## src/source/mem_pkg.sv

```systemverilog
package mem_pkg;

    // ==================================================
    // widths with a meaning
    // ==================================================
    typedef logic [31:0] addr_t;
    typedef logic [31:0] word_t;
    typedef logic [15:0] half_t;
    typedef logic [7:0]  byte_t;

    // access length, value equals the byte count
    typedef enum logic [2:0] {
        size_byte = 3'd1,
        size_half = 3'd2,
        size_word = 3'd4
    } size_e;

    // per-cycle decision of the data cache
    typedef enum logic [1:0] {
        act_none,
        act_fill,
        act_pass_write,
        act_write_back
    } cache_action_e;

    // address bit 17 set means the I/O region, never cached
    localparam int UNCACHED_BIT = 17;
    localparam int OFFSET_BITS  = 2;

    // pick the addressed byte or halfword and extend it
    function automatic word_t load_extract(word_t data, logic [OFFSET_BITS-1:0] offset,
                                           size_e size, logic is_signed);
        byte_t b;
        half_t h;
        word_t result;
        b = data[8*offset +: 8];
        h = offset[1] ? data[31:16] : data[15:0];
        case (size)
            size_byte: result = {{24{b[7] & is_signed}}, b};
            size_half: result = {{16{h[15] & is_signed}}, h};
            default:   result = data;
        endcase
        return result;
    endfunction

    // narrow store data sits in the low bits of wdata
    function automatic word_t store_merge(word_t old, word_t wdata,
                                          logic [OFFSET_BITS-1:0] offset, size_e size);
        word_t result;
        result = old;
        case (size)
            size_byte: result[8*offset +: 8]     = wdata[7:0];
            size_half: result[16*offset[1] +: 16] = wdata[15:0];
            default:   result = wdata;
        endcase
        return result;
    endfunction

endpackage

```

## src/source/mem_req_if.sv

```systemverilog
`timescale 1ns/1ps

interface mem_req_if;
    import mem_pkg::*;

    // request, held steady while read or write is high
    logic  read;
    logic  write;
    size_e size;
    logic  is_signed;
    addr_t addr;
    word_t wdata;

    // answer, ready is a one-cycle pulse with rdata valid
    logic  ready;
    word_t rdata;

    modport requester (
        output read, write, size, is_signed, addr, wdata,
        input  ready, rdata
    );

    modport responder (
        input  read, write, size, is_signed, addr, wdata,
        output ready, rdata
    );

endinterface

```

## src/source/load_store_unit.sv

```systemverilog
`timescale 1ns/1ps

module load_store_unit (
    input  logic           clock,
    input  logic           reset,
    input  logic           req_valid_i,
    input  logic           req_write_i,
    input  mem_pkg::size_e req_size_i,
    input  logic           req_signed_i,
    input  mem_pkg::addr_t req_addr_i,
    input  mem_pkg::word_t req_wdata_i,
    output logic           busy_o,
    output logic           done_o,
    output mem_pkg::word_t rdata_o,
    mem_req_if.requester   bus
);
    import mem_pkg::*;

    logic  accept;
    logic  write_q;
    size_e size_q;
    logic  signed_q;
    addr_t addr_q;
    word_t wdata_q;

    // a pulse while an access is held is dropped
    assign accept = req_valid_i && !busy_o;

    always_ff @(posedge clock) begin
        if (reset) begin
            busy_o <= 1'b0;
            done_o <= 1'b0;
        end else begin
            done_o <= busy_o && bus.ready;
            if (accept) begin
                busy_o <= 1'b1;
            end else if (bus.ready) begin
                busy_o <= 1'b0;
            end
        end
    end

    always_ff @(posedge clock) begin
        if (accept) begin
            write_q  <= req_write_i;
            size_q   <= req_size_i;
            signed_q <= req_signed_i;
            addr_q   <= req_addr_i;
            wdata_q  <= req_wdata_i;
        end
        if (busy_o && bus.ready) begin
            rdata_o <= bus.rdata;
        end
    end

    // request levels follow the held access
    assign bus.read      = busy_o && !write_q;
    assign bus.write     = busy_o && write_q;
    assign bus.size      = size_q;
    assign bus.is_signed = signed_q;
    assign bus.addr      = addr_q;
    assign bus.wdata     = wdata_q;

    // the cache may only see a stable request until it answers
    a_request_stable: assert property (@(posedge clock) disable iff (reset)
        (bus.read || bus.write) && !bus.ready |=>
            (bus.read || bus.write) && $stable(bus.addr) && $stable(bus.size)
            && $stable(bus.is_signed) && $stable(bus.wdata) && $stable(bus.write))
        else $error("request changed before ready");

endmodule

```

## src/flat_wrapper.sv

```systemverilog
// flat-port wrapper written by rule: the top's interface ports become plain ports
module load_store_unit_flat import mem_pkg::*;
  (clock, reset, req_valid_i, req_write_i, req_size_i, req_signed_i, req_addr_i, req_wdata_i, busy_o, done_o, rdata_o, bus_read, bus_write, bus_size, bus_is_signed, bus_addr, bus_wdata, bus_ready, bus_rdata);
  mem_req_if bus_i ();
  input  logic clock;
  input  logic reset;
  input  logic req_valid_i;
  input  logic req_write_i;
  input  mem_pkg::size_e req_size_i;
  input  logic req_signed_i;
  input  mem_pkg::addr_t req_addr_i;
  input  mem_pkg::word_t req_wdata_i;
  output logic busy_o;
  output logic done_o;
  output mem_pkg::word_t rdata_o;
  output wire logic [$bits(bus_i.read)-1:0] bus_read;
  output wire logic [$bits(bus_i.write)-1:0] bus_write;
  output wire logic [$bits(bus_i.size)-1:0] bus_size;
  output wire logic [$bits(bus_i.is_signed)-1:0] bus_is_signed;
  output wire logic [$bits(bus_i.addr)-1:0] bus_addr;
  output wire logic [$bits(bus_i.wdata)-1:0] bus_wdata;
  input wire logic [$bits(bus_i.ready)-1:0] bus_ready;
  input wire logic [$bits(bus_i.rdata)-1:0] bus_rdata;
  assign bus_read = bus_i.read;
  assign bus_write = bus_i.write;
  assign bus_size = bus_i.size;
  assign bus_is_signed = bus_i.is_signed;
  assign bus_addr = bus_i.addr;
  assign bus_wdata = bus_i.wdata;
  assign bus_i.ready = bus_ready;
  assign bus_i.rdata = bus_rdata;
  load_store_unit u_core (.clock(clock), .reset(reset), .req_valid_i(req_valid_i), .req_write_i(req_write_i), .req_size_i(req_size_i), .req_signed_i(req_signed_i), .req_addr_i(req_addr_i), .req_wdata_i(req_wdata_i), .busy_o(busy_o), .done_o(done_o), .rdata_o(rdata_o), .bus(bus_i));
endmodule
```

## config.mk

```make
export PLATFORM = sky130hd
export DESIGN_NAME = load_store_unit_flat
export DESIGN_NICKNAME = d
export VERILOG_FILES = /design/src/source/mem_pkg.sv /design/src/source/mem_req_if.sv /design/src/source/load_store_unit.sv /design/src/flat_wrapper.sv
export SDC_FILE = /design/constraint.sdc
export NUM_CORES = 1
export LEC_CHECK = 0
export ABC_CLOCK_PERIOD_IN_PS = 5850
export BUFFER_PORTS_ARGS = -buffer_cell sky130_fd_sc_hd__clkbuf_2
export CAP_MARGIN = 20
export CORE_MARGIN = 2
export CORE_UTILIZATION = 27
export CTS_BUF_LIST = sky130_fd_sc_hd__clkbuf_16
export DETAILED_ROUTE_END_ITERATION = 7
export GPL_TIMING_DRIVEN = 1
export PLACE_DENSITY_LB_ADDON = 0.15
export SLEW_MARGIN = 20
export SYNTH_ARGS = -nofsm -noshare
export SYNTH_HDL_FRONTEND = slang
export SYNTH_SLANG_ARGS = --single-unit
export TNS_END_PERCENT = 20
```

## constraint.sdc

```tcl
create_clock -name clock -period 5.85 [get_ports clock]
set_clock_uncertainty 0.1 [all_clocks]
set_input_delay 0.2925 -clock clock [delete_from_list [all_inputs] [get_ports clock]]
set_output_delay 0.2925 -clock clock [all_outputs]
set_load 0.01 [all_outputs]
```

==> results by group <==
Floorplanning
  • Initial core utilization: 0.275
  • Top Ports: approximately 210
  • Die Y: 112 um
  • FP Rows: 39
  • Die area: 12,400 sq um
  • Die width: 112 um
  • Core area: 11,400 sq um

Worst setup path
  • Worst Path Required: approximately 5.7 ns
  • Cell with the largest stage delay on the worst path: nor2b_4
  • Crit-path max FO: 45
  • Critical path launch point type: flip-flop
  • Critical path arrival: 1.95 ns
  • Slowest Stage Delay on Critical Path: 0.62 ns
  • CP Cell Sequence: nor2b_4 -> buf_4
  • Critical path class: flip-flop to flip-flop
  • Crit end category: flip-flop

Logic synthesis
  • Syn Std Cell Area: 3120 sq um
  • Largest area contributor in the netlist: edfxtp_1
  • Syn avg cell area: 28.4 sq um
  • Post-synthesis cell count: 110
  • Post-synthesis sequential area ratio: 0.984
  • Yosys reg bits: a little over 100
  • Yosys top cell area share: 0.972
  • Synth top area cells: edfxtp_1 (97%), dfxtp_1 (1.3%), nor2b_1 (0.60%), and2_1 (0.40%), o21ba_1 (0.32%)
  • Synthesis warning total: 0
  • Post-synthesis cell type count: 6
  • Mapped Nets: 215

Pwr
  • Max VDD drop: 0.152 mV
  • LEAKAGE: 2.05 nW
  • PwrDens: about 350 nW/um^2
  • Pwr Total: 1.64 mW

Layout
  • Fill count: 1,068
  • Area delta synth->final: 50.7%
  • Final layout net count: 436
  • Fraction of layout cells with a size suffix above 1: 0.670
  • Register area: 3070 sq um
  • Multi-input combinational cell area: roughly 56 sq um
  • Final Util: 0.414

Run status
  • Outcome: complete, no violations

Route
  • Wirelength per Cell: 14.6 um
  • 1st-pass router iterations: 4
  • Met2 wire length: approximately 2.9 mm
  • Max Used Layer: met4
  • Post-route ant nets: 0
  • Initial drt markers: between 70 and 80
  • Vias: 1,886
  • DRC Markers: 0
  • Routed wire length: between 6 and 7 mm
  • Metal1 wirelength: 2.83 mm
  • Met3 WL: 1.13 mm
  • Vias per Instance: 3.93

Run
  • # Max-Cap Violations: 0

STA
  • Final worst path period share: 0.354
  • RSZ-0062 raised after global routing: no
  • Minimum clock period: 2.07 ns
  • Pins Over Slew Limit: 0
  • Max_slew headroom: 0.499
  • Hold Violations, Final: 0
  • Setup Viol. Count Final: 0
  • Worst-Margin Slew: 0.749 ns
  • Final TNS setup: 0 ns
  • Max Fclk: 483 MHz

Place
  • Port Buffers: 208
  • GPL Wtd Cong: about 0.76

Clock tree
  • Hold-fix buffers, CTS: 0
  • CTS tree: done
  • Clk_lat worst skew: roughly 0.33 ns
  • CTS root buf: clkbuf_16
  • Post-CTS setup buffer count: 0
  • Clock sinks: 103
  • # resized after CTS: 0
  • TritonCTS Buffers: 9
  • H-tree Lvls: 3
  • Reg clk slew, reported paths: about 0.07 ns
  • Number of buffers on the longest clock path: 2

GRT
  • Pin count of the biggest net entering global routing: 46
  • Antenna violations before repair: 1
  • First-pass GRT wire length: 10.3 mm
  • Vias in the first global route: 1,923
  • GR Overflow Total: 0
  • GRT Total Usage: 0.111

Hold path
  • Worst Hold Class: input pin to flip-flop
## cell usage in the layout, fill, tap and decap left out
cell type  count
and2_1         2
and2b_1        1
buf_4          2
bufinv_16      3
clkbuf_16      9
clkbuf_2     208
clkinv_1       2
clkinv_2       1
clkinv_4       1
dfxtp_1        2
diode_2        1
edfxtp_1     101
nor2b_1        2
nor2b_4        1
o21ba_1        1
## metrics by stage
stage	setup slack (ns)	cells	instance area (sq um)	hold slack, ns
6_report	3.78	480	4700	0.0237
5_1_grt	3.63	479	4700	0.0106
4_1_cts	3.69	479	4700	0.0102
3_5_place_dp	3.66	463	4360	0.371
3_3_place_gp	3.70	463	4360	0.369
2_1_floorplan	1.78	110	3120	0.291
## final timing paths
path                       from                  end  slack (ns)  cells past startpoint
setup / recovery  u_core.busy_o  u_core.bus.wdata[8]        3.78                      2
setup reg to reg  u_core.busy_o  u_core.bus.wdata[8]        3.78                      2
hold reg to reg   u_core.busy_o        u_core.busy_o        0.61                      2
hold / removal    req_addr_i[4]   u_core.bus.addr[4]        0.02                      1
## critical path, delay by kind of cell (launching register included)
kind,cells,cell delay (ns)
buf+inv,1,0.60
simple gates,1,0.62
flops,1,0.36
## area by class of cell
type,instances,share of cell area
antenna,1,0.000532
clock buffer,9,0.0479
clock inverter,7,0.0237
multi-input combinational,7,0.0120
sequential,103,0.653
tap,143,0.0380
timing repair buffer,210,0.225
## cells in the mapped netlist, drive strengths merged
master / instances
and2: 2
and2b: 1
dfxtp: 2
edfxtp: 101
nor2b: 3
o21ba: 1
## flip-flops by register name, summed over array words and instances (netlist names)
register,flops
u_core.bus.addr,32
u_core.bus.wdata,32
u_core.rdata_o,32
u_core.bus.size,3
u_core.bus.is_signed,1
u_core.busy_o,1
u_core.done_o,1
u_core.write_q,1
## routing by layer
layer,up-vias,GRT usage
li1,882,-
met1,837,0.130
met2,155,0.158
met3,12,0.0680
met4,0,0.0617
met5,-,0
## report_power, final
| part | total, mW | switching [mW] | internal [mW] | leakage (nW) |
|---|---|---|---|---|
| clock network | 0.663 | 0.248 | 0.415 | 0.164 |
| logic | 0.109 | 0.0595 | 0.0493 | 0.910 |
| registers | 0.866 | 0.00996 | 0.857 | 0.972 |
## cell families after synthesis
logic type       after synthesis  synth area share
flip-flops                   103             0.984
AND/OR/NAND/NOR                6            0.0124
AO/OA/AOI/OAI                  1           0.00321
Note: power is estimated with default switching activity, not from simulation.
